===== config.mk =====
export PLATFORM = sky130hd
export DESIGN_NAME = router
export DESIGN_NICKNAME = d
export VERILOG_FILES = /design/src/noc_pkg.sv /design/src/input_fifo.sv /design/src/route_compute.sv /design/src/credit_counter.sv /design/src/switch_alloc.sv /design/src/crossbar.sv /design/src/router.sv
export SDC_FILE = /design/constraint.sdc
export NUM_CORES = 1
export LEC_CHECK = 0
export ABC_AREA = 1
export BUFFER_PORTS_ARGS = -buffer_cell sky130_fd_sc_hd__buf_4
export CELL_PAD_IN_SITES_DETAIL_PLACEMENT = 1
export CELL_PAD_IN_SITES_GLOBAL_PLACEMENT = 2
export CORE_AREA = 2 2 299 330
export CTS_CLUSTER_DIAMETER = 30
export CTS_CLUSTER_SIZE = 40
export DETAILED_ROUTE_END_ITERATION = 8
export DIE_AREA = 0 0 301 332
export MAX_ROUTING_LAYER = met4
export PLACE_DENSITY_LB_ADDON = 0.1
export SETUP_SLACK_MARGIN = 0.05
export SYNTH_ARGS = -nofsm -noshare
export SYNTH_HDL_FRONTEND = slang
export SYNTH_HIERARCHICAL = 1
export SYNTH_SLANG_ARGS = --single-unit

===== constraint.sdc =====
create_clock -name clk -period 11.54 [get_ports clk]
set_clock_uncertainty 0.15 [all_clocks]
set_input_delay 1.154 -clock clk [delete_from_list [all_inputs] [get_ports clk]]
set_output_delay 1.154 -clock clk [all_outputs]
set_load 0.1 [all_outputs]

===== src/noc_pkg.sv =====
/* Mesh router shared types */
`default_nettype none

package noc_pkg;

        localparam int NUM_PORTS = 5;   // N, S, E, W and local.

        // Port order also indexes every per-port array.
        typedef enum logic [2:0] {
                NORTH,
                SOUTH,
                EAST,
                WEST,
                LOCAL
        } port_e;

        typedef logic [NUM_PORTS-1:0] port_vec_t;       // One bit per port.

        typedef logic [3:0] coord_t;                    // One mesh coordinate.
        typedef logic [7:0] payload_t;

        // Own node location, x in the upper nibble.
        typedef struct packed {
                coord_t x;
                coord_t y;
        } node_addr_t;

        // Single-flit packet, sixteen bits.
        typedef struct packed {
                coord_t   dest_x;
                coord_t   dest_y;
                payload_t payload;
        } flit_t;

endpackage

`default_nettype wire


===== src/input_fifo.sv =====
/* Input port flit buffer */
`timescale 1ns/10ps
`default_nettype none

module input_fifo
        import noc_pkg::*;
#(
        parameter int FIFO_DEPTH = 4
) (
        input  wire logic  clk,
        input  wire logic  reset_i,
        input  wire logic  push_i,
        input  wire flit_t flit_i,
        input  wire logic  pop_i,
        output flit_t      head_o,
        output logic       nonempty_o
);

        localparam int PTR_W = $clog2(FIFO_DEPTH);
        localparam int CNT_W = $clog2(FIFO_DEPTH + 1);

        typedef logic [PTR_W-1:0] fifo_ptr_t;
        typedef logic [CNT_W-1:0] fifo_cnt_t;

        flit_t     mem [FIFO_DEPTH];
        fifo_ptr_t rd_ptr;
        fifo_ptr_t wr_ptr;
        fifo_cnt_t count;
        logic      full;

        // Wraps at the depth, which need not be a power of two.
        function automatic fifo_ptr_t ptr_next(input fifo_ptr_t ptr);
                return (ptr == fifo_ptr_t'(FIFO_DEPTH - 1)) ? '0 : ptr + 1'b1;
        endfunction

        assign full       = (count == fifo_cnt_t'(FIFO_DEPTH));
        assign nonempty_o = (count != '0);
        assign head_o     = mem[rd_ptr];        // Head is visible the cycle after the push.

        always_ff @(posedge clk) begin
                if (push_i) begin
                        mem[wr_ptr] <= flit_i;
                end
        end

        always_ff @(posedge clk) begin
                if (reset_i) begin
                        rd_ptr <= '0;
                        wr_ptr <= '0;
                        count  <= '0;
                end else begin
                        if (push_i)
                                wr_ptr <= ptr_next(wr_ptr);
                        if (pop_i)
                                rd_ptr <= ptr_next(rd_ptr);
                        case ({push_i, pop_i})
                                2'b10:   count <= count + 1'b1;
                                2'b01:   count <= count - 1'b1;
                                default: count <= count;        // Push and pop cancel.
                        endcase
                end
        end

        // Upstream only sends with a credit, so a full buffer never sees a push.
        a_no_push_full: assert property (@(posedge clk) disable iff (reset_i)
                !(push_i && full))
                else $error("input_fifo: push into full buffer");

        a_no_pop_empty: assert property (@(posedge clk) disable iff (reset_i)
                pop_i |-> nonempty_o)
                else $error("input_fifo: pop from empty buffer");

endmodule

`default_nettype wire


===== src/route_compute.sv =====
/* XY route computation */
`timescale 1ns/10ps
`default_nettype none

module route_compute
        import noc_pkg::*;
(
        input  wire flit_t      head_i,
        input  wire node_addr_t location_i,
        output port_e           out_port_o
);

        logic x_greater;
        logic x_less;
        logic y_greater;
        logic y_less;

        // Coordinates are unsigned, origin at the south-west corner.
        assign x_greater = (head_i.dest_x > location_i.x);
        assign x_less    = (head_i.dest_x < location_i.x);
        assign y_greater = (head_i.dest_y > location_i.y);
        assign y_less    = (head_i.dest_y < location_i.y);

        // X is resolved fully before Y, which keeps the mesh deadlock free.
        always_comb begin
                if (x_greater)
                        out_port_o = EAST;
                else if (x_less)
                        out_port_o = WEST;
                else if (y_greater)
                        out_port_o = NORTH;
                else if (y_less)
                        out_port_o = SOUTH;
                else
                        out_port_o = LOCAL;     // Arrived at this node.
        end

endmodule

`default_nettype wire


===== src/credit_counter.sv =====
/* Output credit counters */
`timescale 1ns/10ps
`default_nettype none

module credit_counter
        import noc_pkg::*;
#(
        parameter int FIFO_DEPTH = 4
) (
        input  wire logic      clk,
        input  wire logic      reset_i,
        input  wire port_vec_t send_i,
        input  wire port_vec_t credit_i,
        output port_vec_t      credit_avail_o
);

        localparam int CNT_W = $clog2(FIFO_DEPTH + 1);

        typedef logic [CNT_W-1:0] credit_cnt_t;

        credit_cnt_t count [NUM_PORTS];         // Free slots downstream.

        for (genvar o = 0; o < NUM_PORTS; o++) begin : g_out
                always_ff @(posedge clk) begin
                        if (reset_i) begin
                                count[o] <= credit_cnt_t'(FIFO_DEPTH);  // Neighbour buffer empty.
                        end else begin
                                case ({send_i[o], credit_i[o]})
                                        2'b10:   count[o] <= count[o] - 1'b1;
                                        2'b01:   count[o] <= count[o] + 1'b1;
                                        default: count[o] <= count[o];
                                endcase
                        end
                end

                assign credit_avail_o[o] = (count[o] != '0);

                // The allocator must hold back any output without credit.
                a_no_send_empty: assert property (@(posedge clk) disable iff (reset_i)
                        send_i[o] |-> (count[o] != '0))
                        else $error("credit_counter: send on port %0d with no credit", o);

                // Downstream never returns more credits than it has slots.
                a_count_bound: assert property (@(posedge clk) disable iff (reset_i)
                        count[o] <= credit_cnt_t'(FIFO_DEPTH))
                        else $error("credit_counter: count above depth on port %0d", o);
        end

endmodule

`default_nettype wire


===== src/switch_alloc.sv =====
/* Round-robin switch allocator */
`timescale 1ns/10ps
`default_nettype none

module switch_alloc
        import noc_pkg::*;
(
        input  wire logic      clk,
        input  wire logic      reset_i,
        input  wire port_vec_t nonempty_i,
        input  wire port_e     out_port_i [NUM_PORTS],
        input  wire port_vec_t credit_avail_i,
        output port_vec_t      grant_o [NUM_PORTS],     // Indexed by output, one bit per input.
        output port_vec_t      send_o,
        output port_vec_t      pop_o
);

        // First requester at or after the pointer, wrapping around.
        function automatic port_vec_t rr_pick(input port_vec_t req, input port_e ptr);
                port_vec_t pick;
                logic      found;
                int        idx;
                pick  = '0;
                found = 1'b0;
                for (int k = 0; k < NUM_PORTS; k++) begin
                        idx = int'(ptr) + k;
                        if (idx >= NUM_PORTS)
                                idx = idx - NUM_PORTS;
                        if (!found && req[idx]) begin
                                pick[idx] = 1'b1;
                                found     = 1'b1;
                        end
                end
                return pick;
        endfunction

        // Input after the winner; LOCAL wraps back to NORTH.
        function automatic port_e rr_next(input port_vec_t grant);
                port_e nxt;
                nxt = NORTH;
                for (int i = 0; i < NUM_PORTS - 1; i++) begin
                        if (grant[i])
                                nxt = port_e'(i + 1);
                end
                return nxt;
        endfunction

        for (genvar o = 0; o < NUM_PORTS; o++) begin : g_out
                port_vec_t req;
                port_e     rr_ptr;

                always_comb begin
                        for (int i = 0; i < NUM_PORTS; i++) begin
                                req[i] = nonempty_i[i] && (out_port_i[i] == port_e'(o));
                        end
                end

                // No grant at all while the downstream buffer is full.
                assign grant_o[o] = credit_avail_i[o] ? rr_pick(req, rr_ptr) : '0;

                always_ff @(posedge clk) begin
                        if (reset_i)
                                rr_ptr <= NORTH;
                        else if (grant_o[o] != '0)
                                rr_ptr <= rr_next(grant_o[o]);
                end

                a_grant_onehot: assert property (@(posedge clk) disable iff (reset_i)
                        $onehot0(grant_o[o]))
                        else $error("switch_alloc: multiple grants on output %0d", o);
        end

        // An input requests one output only, so a pop never comes from two grants.
        always_comb begin
                pop_o = '0;
                for (int o = 0; o < NUM_PORTS; o++) begin
                        send_o[o] = |grant_o[o];
                        pop_o     = pop_o | grant_o[o];
                end
        end

endmodule

`default_nettype wire


===== src/crossbar.sv =====
/* Registered 5x5 crossbar */
`timescale 1ns/10ps
`default_nettype none

module crossbar
        import noc_pkg::*;
(
        input  wire logic      clk,
        input  wire logic      reset_i,
        input  wire flit_t     head_i [NUM_PORTS],
        input  wire port_vec_t grant_i [NUM_PORTS],
        output flit_t          flit_o [NUM_PORTS],
        output port_vec_t      valid_o
);

        flit_t sel [NUM_PORTS];

        // AND-OR mux, the grant of each output is one-hot.
        always_comb begin
                for (int o = 0; o < NUM_PORTS; o++) begin
                        sel[o] = '0;
                        for (int i = 0; i < NUM_PORTS; i++) begin
                                if (grant_i[o][i])
                                        sel[o] = sel[o] | head_i[i];
                        end
                end
        end

        // Data register only loads on a grant.
        always_ff @(posedge clk) begin
                for (int o = 0; o < NUM_PORTS; o++) begin
                        if (grant_i[o] != '0)
                                flit_o[o] <= sel[o];
                end
        end

        always_ff @(posedge clk) begin
                if (reset_i) begin
                        valid_o <= '0;
                end else begin
                        for (int o = 0; o < NUM_PORTS; o++) begin
                                valid_o[o] <= |grant_i[o];      // Flit goes out next cycle.
                        end
                end
        end

endmodule

`default_nettype wire


===== src/router.sv =====
/* Mesh NoC router top */
`timescale 1ns/10ps
`default_nettype none

module router
        import noc_pkg::*;
#(
        parameter int FIFO_DEPTH = 4
) (
        input  wire logic       clk,
        input  wire logic       reset_i,
        input  wire node_addr_t location_i,

        input  wire flit_t      flit_i [NUM_PORTS],
        input  wire port_vec_t  valid_i,
        output port_vec_t       credit_o,

        output flit_t           flit_o [NUM_PORTS],
        output port_vec_t       valid_o,
        input  wire port_vec_t  credit_i
);

        flit_t     head [NUM_PORTS];            // Buffer heads.
        port_vec_t nonempty;
        port_e     out_port [NUM_PORTS];        // Requested output per input.
        port_vec_t credit_avail;
        port_vec_t grant [NUM_PORTS];
        port_vec_t send;
        port_vec_t pop;

        // Input side, buffer and route per port.
        for (genvar p = 0; p < NUM_PORTS; p++) begin : g_port
                input_fifo #(
                        .FIFO_DEPTH (FIFO_DEPTH)
                ) u_fifo (
                        .clk        (clk),
                        .reset_i    (reset_i),
                        .push_i     (valid_i[p]),
                        .flit_i     (flit_i[p]),
                        .pop_i      (pop[p]),
                        .head_o     (head[p]),
                        .nonempty_o (nonempty[p])
                );

                route_compute u_route (
                        .head_i     (head[p]),
                        .location_i (location_i),
                        .out_port_o (out_port[p])
                );
        end

        credit_counter #(
                .FIFO_DEPTH (FIFO_DEPTH)
        ) u_credit (
                .clk            (clk),
                .reset_i        (reset_i),
                .send_i         (send),
                .credit_i       (credit_i),
                .credit_avail_o (credit_avail)
        );

        switch_alloc u_alloc (
                .clk            (clk),
                .reset_i        (reset_i),
                .nonempty_i     (nonempty),
                .out_port_i     (out_port),
                .credit_avail_i (credit_avail),
                .grant_o        (grant),
                .send_o         (send),
                .pop_o          (pop)
        );

        crossbar u_xbar (
                .clk     (clk),
                .reset_i (reset_i),
                .head_i  (head),
                .grant_i (grant),
                .flit_o  (flit_o),
                .valid_o (valid_o)
        );

        assign credit_o = pop;  // One credit upstream per popped flit.

endmodule

`default_nettype wire


==> results <==
- The clock insertion delay at the later pin of the skew report is 0.71 ns.
- The count of buffers added by post-CTS timing repair for setup is 0.
- The net count of the finished layout is 4,335.
- The library cell with the largest summed area after synthesis is sky130_fd_sc_hd__edfxtp_1.
- At the worst endpoint, the arrival time is 6.66 ns.
- The first detailed-routing pass ran for 7 iterations.
- Summed over all nets, the half-perimeter wirelength after detailed placement is 88,100 µm.
- The pin count of the biggest net entering global routing is 34.
- The die boundary width is 301 µm.
- Of the cells placed in the final design, the portion with a size suffix greater than 1 is 0.143.
- The clock slew at the register clock pins of the worst setup and hold paths is 0.05 ns.
- The proportion of synthesized chip area in sequential cells is 0.448.
- The relative area change from synthesis to final layout is 21.0%.
- The peak fanout along the critical path is 19.
- The final critical-path share of the clock period is 0.691.
- Setup repair after global routing left no endpoint under its margin.
- The total congestion overflow after global routing is 0.
- In this run, post-CTS repair resized a total of 0 instances.
- The nature of the critical path endpoint is a primary output.
- The clock root buffer master is sky130_fd_sc_hd__clkbuf_16.
- The capture instance of the worst register-to-register path is u_xbar/flit_o[0]$_DFFE_PP_.
- After synthesis, the largest family of logic cells by area is simple AND/OR/NAND/NOR gates.
- The floorplan core area is 0.0968 mm².
- The startpoint kind of the worst setup timing path is a flip-flop.
- After synthesis the netlist holds a flip-flop and latch count of 480.
- The first-pass GRT wire length is 174,000 µm.
- Of all flip-flops after synthesis, the portion carrying an async set or reset was 0.
- Leaving out fill and tap cells, the most frequent cell in the layout is sky130_fd_sc_hd__nand2_1.
- During I/O placement, the number of pins put on the boundary was 190.
- For this run, the share of the core covered by cells in the final layout is 0.384.
- Synthesis produced a netlist with a net count of 4,097.
- The required time reported for the critical path endpoint is 10.24 ns.
- Setup slack on the worst reg-to-reg path comes out at 4.13 ns.
- Once detail routing completed, the nets flagged for antenna violations numbered 0.
- The detailed router finished its first iteration with 1,425 violations.
- The tree built by TritonCTS fans out to 480 sinks.
- The synthesized area is 0.0307 mm².
- The post-synthesis area per instance is 8.02 µm².
- Routability-driven placement finished with a final weighted congestion of 0.863.
- Setup violations remaining at the end of the flow were counted as 0.
- By area the synthesized netlist is led by sky130_fd_sc_hd__edfxtp_1, sky130_fd_sc_hd__nand2_1, sky130_fd_sc_hd__ha_1, sky130_fd_sc_hd__inv_1, sky130_fd_sc_hd__nor2_1.
- Buffers placed on the I/O ports in this run total 189.
- The run finished with clean final reports.
- The number of buffers inserted by hold repair at cts is 0.
- The final-report max-slew violation count is 0.
- By startpoint and endpoint, the worst setup path is classified as reg -> out.
- The final hold violation count was 0.
- The starting density of the core is 0.317.
- The H-tree was split into 3 levels.
- Of the total synthesized cell area, the portion taken by full adders, half adders and majority gates is 0.0707.
- The endpoint with the worst hold slack is g_port[0].u_fifo/count[2]$_SDFFE_PP0P_.
- The most used flip-flop cell after synthesis is sky130_fd_sc_hd__edfxtp_1.
- The share of the synthesized area in the top cell type is 0.406.
- Once layout is done, the placed cells without fillers occupy 0.0372 mm².
- Setup total negative slack on the finished layout was measured at 0 ns.
- The detail-routed net length per standard cell is 21.5 µm.
- The compound-gate portion of the synthesized area is 0.0828.
- Counting the buffers created by CTS gives 113.
- The number of standard-cell rows in the floorplan is 120.
- The smallest clock period supported by the final layout is computed as 7.97 ns.
- The final layout contains routed wiring with a total length of 117,000 µm.
- For this run, the total global-route usage over all layers was measured as 0.240.
- The instance count along the most critical hold path is 2.
- The number of max-capacitance violations reported is 0.
- The TritonCTS clock tree is built.
- Based on the critical path, the design can be clocked at up to 0.125 GHz.
- The die boundary height is 332 µm.
- The XOR/XNOR share of the synthesized area is 0.00839.
- No sink is reached through more buffers than the 3 on the longest clock path.
- The floorplan step defined a die boundary enclosing 0.0999 mm².
- In this run the worst hold path is classified as reg -> reg.
- The number of antenna violations at the first check in global routing was 2.
- Summing all placed instances gives a cell area of 0.0331 mm².
- In the layout the commonest cells are sky130_fd_sc_hd__nand2_1, sky130_fd_sc_hd__inv_1, sky130_fd_sc_hd__nor2_1, sky130_fd_sc_hd__edfxtp_1, sky130_fd_sc_hd__nand3_1.
- The simple-gate share of the synthesized area is 0.297.
- Measured against its own limit, the worst slew margin works out to 0.229.
- At the pin with the least slew margin, the transition time is 1.15 ns.
- The count of synthesis-stage warnings from yosys is 6.
- The synthesized instance count is 3,830.
- Dividing the detail-routed via count by the number of cells gives 4.85.
- The multiplexer fraction of the synthesized cell area is 0.
- The detailed-route via count is 26,400.
- The filler-free cell count of the finished design is 5,448.
- The cell count after placement is 5,234.
- The via count of the first global-routing pass is 27,200.
- The number of flops mapped to enable cells by yosys is 415.
- The worst reg2reg path depth is 28.
- The total DRC errors in the routed layout is 0.
- The worst hold path begins at g_port[0].u_fifo/count[2]$_SDFFE_PP0P_.
- The synthesized netlist contains 57 unique library cells.
## per-layer routing
| layer | vias up | wire length [µm] | global-route usage |
|---|---|---|---|
| met5 | - | 0 | - |
| met1 | 12800 | 53700 | 0.307 |
| met4 | 0 | 2550 | 0.0654 |
| met3 | 125 | 4120 | 0.0286 |
| li1 | 13000 | - | - |
| met2 | 518 | 56600 | 0.399 |
## final cells by class
type / instances / area (µm²)
clock inverters: 93 / 1180
clock buffers: 120 / 2890
well taps: 1281 / 1600
flip-flops and latches: 480 / 13800
multi-input cells: 2730 / 14100
repair buffers: 230 / 1730
fillers: 11600 / 59700
inverters: 513 / 1940
diodes: 1 / 2.50
## worst max-delay path, cell delays in order (launching register included)
cell                      delay, ns
sky130_fd_sc_hd__dfxtp_1       0.55
sky130_fd_sc_hd__inv_2         0.40
sky130_fd_sc_hd__o21ai_1       0.12
sky130_fd_sc_hd__o22ai_1       0.56
sky130_fd_sc_hd__ha_1          0.36
sky130_fd_sc_hd__nand2_1       0.08
sky130_fd_sc_hd__inv_1         0.04
sky130_fd_sc_hd__nand2_1       0.07
sky130_fd_sc_hd__nand2_2       0.05
sky130_fd_sc_hd__nand2_1       0.20
sky130_fd_sc_hd__nor2_1        0.09
sky130_fd_sc_hd__inv_1         0.09
sky130_fd_sc_hd__nand2_1       0.10
sky130_fd_sc_hd__nor3_1        0.88
sky130_fd_sc_hd__nand3_1       0.15
sky130_fd_sc_hd__nand2_1       0.13
sky130_fd_sc_hd__nand3_2       0.20
sky130_fd_sc_hd__nand2_2       0.17
sky130_fd_sc_hd__nor2_1        0.10
sky130_fd_sc_hd__a21oi_1       0.17
sky130_fd_sc_hd__nand3_1       0.09
sky130_fd_sc_hd__nand2_1       0.08
sky130_fd_sc_hd__inv_1         0.05
sky130_fd_sc_hd__buf_4         0.23
sky130_fd_sc_hd__nor3_1        0.28
sky130_fd_sc_hd__nand3_1       0.31
sky130_fd_sc_hd__buf_4         0.35
## sequential cells by signal (all words and copies together) (netlist names), named ones only
name	count
g_port.u_fifo/rd_ptr	10
g_port.u_fifo/count	15
g_port.u_fifo/wr_ptr	10
u_alloc/g_out.rr_ptr	15
u_credit/count	15
u_xbar/valid_o	5
u_xbar/flit_o	80
g_port.u_fifo/mem	320
## cells by family after synthesis
family | count (synthesis)
adders and majority gates | 167
DFF | 480
xor gates and xnor gates | 23
buffers and inverters | 620
and+or+nand+nor | 2104
AOI/OAI and AO/OA | 436
## through the flow
step | worst slack (ns) | hold WS, ns
finish | 3.57 | 0.362
global route | 2.97 | 0.395
CTS | 3.48 | 0.360
detailed placement | 4.23 | 0.354
global placement | 4.22 | 0.353
floorplan | 5.75 | 0.320
## cell usage after synthesis (all sizes together), types with 2 or more instances
master and number:
a21boi 3, a21oi 68, a31oi 4, and2 2
and3 4, buf 107, clkinv 3, dfxtp 65
edfxtp 415, fa 11, ha 156, inv 510
nand2 1207, nand3 261, nand3b 85, nand4 35
nor2 462, nor3 40, o211ai 10, o21ai 260
o21bai 5, o22ai 82, or2 7, xnor2 8
xor2 15
## how the worst max path moves through the flow
| stage | startpoint | to | slack [ns] | cells past startpoint |
|---|---|---|---|---|
| floorplan | location_i[7] | g_port[0].u_fifo/count[2]$_SDFFE_PP0P_ | 5.75 | 27 |
| global placement | flip-flop | credit_o[0] | 4.22 | 26 |
| detailed placement | flip-flop | u_xbar/flit_o[8]$_DFFE_PP_ | 4.23 | 28 |
| CTS | flip-flop | credit_o[0] | 3.48 | 26 |
| global route | flip-flop | credit_o[0] | 2.97 | 27 |
| finish | flip-flop | credit_o[0] | 3.57 | 26 |
Power is left out: the tool's default activity adds up to more than one toggle a clock period on the data nets, which glitch-free logic cannot reach.
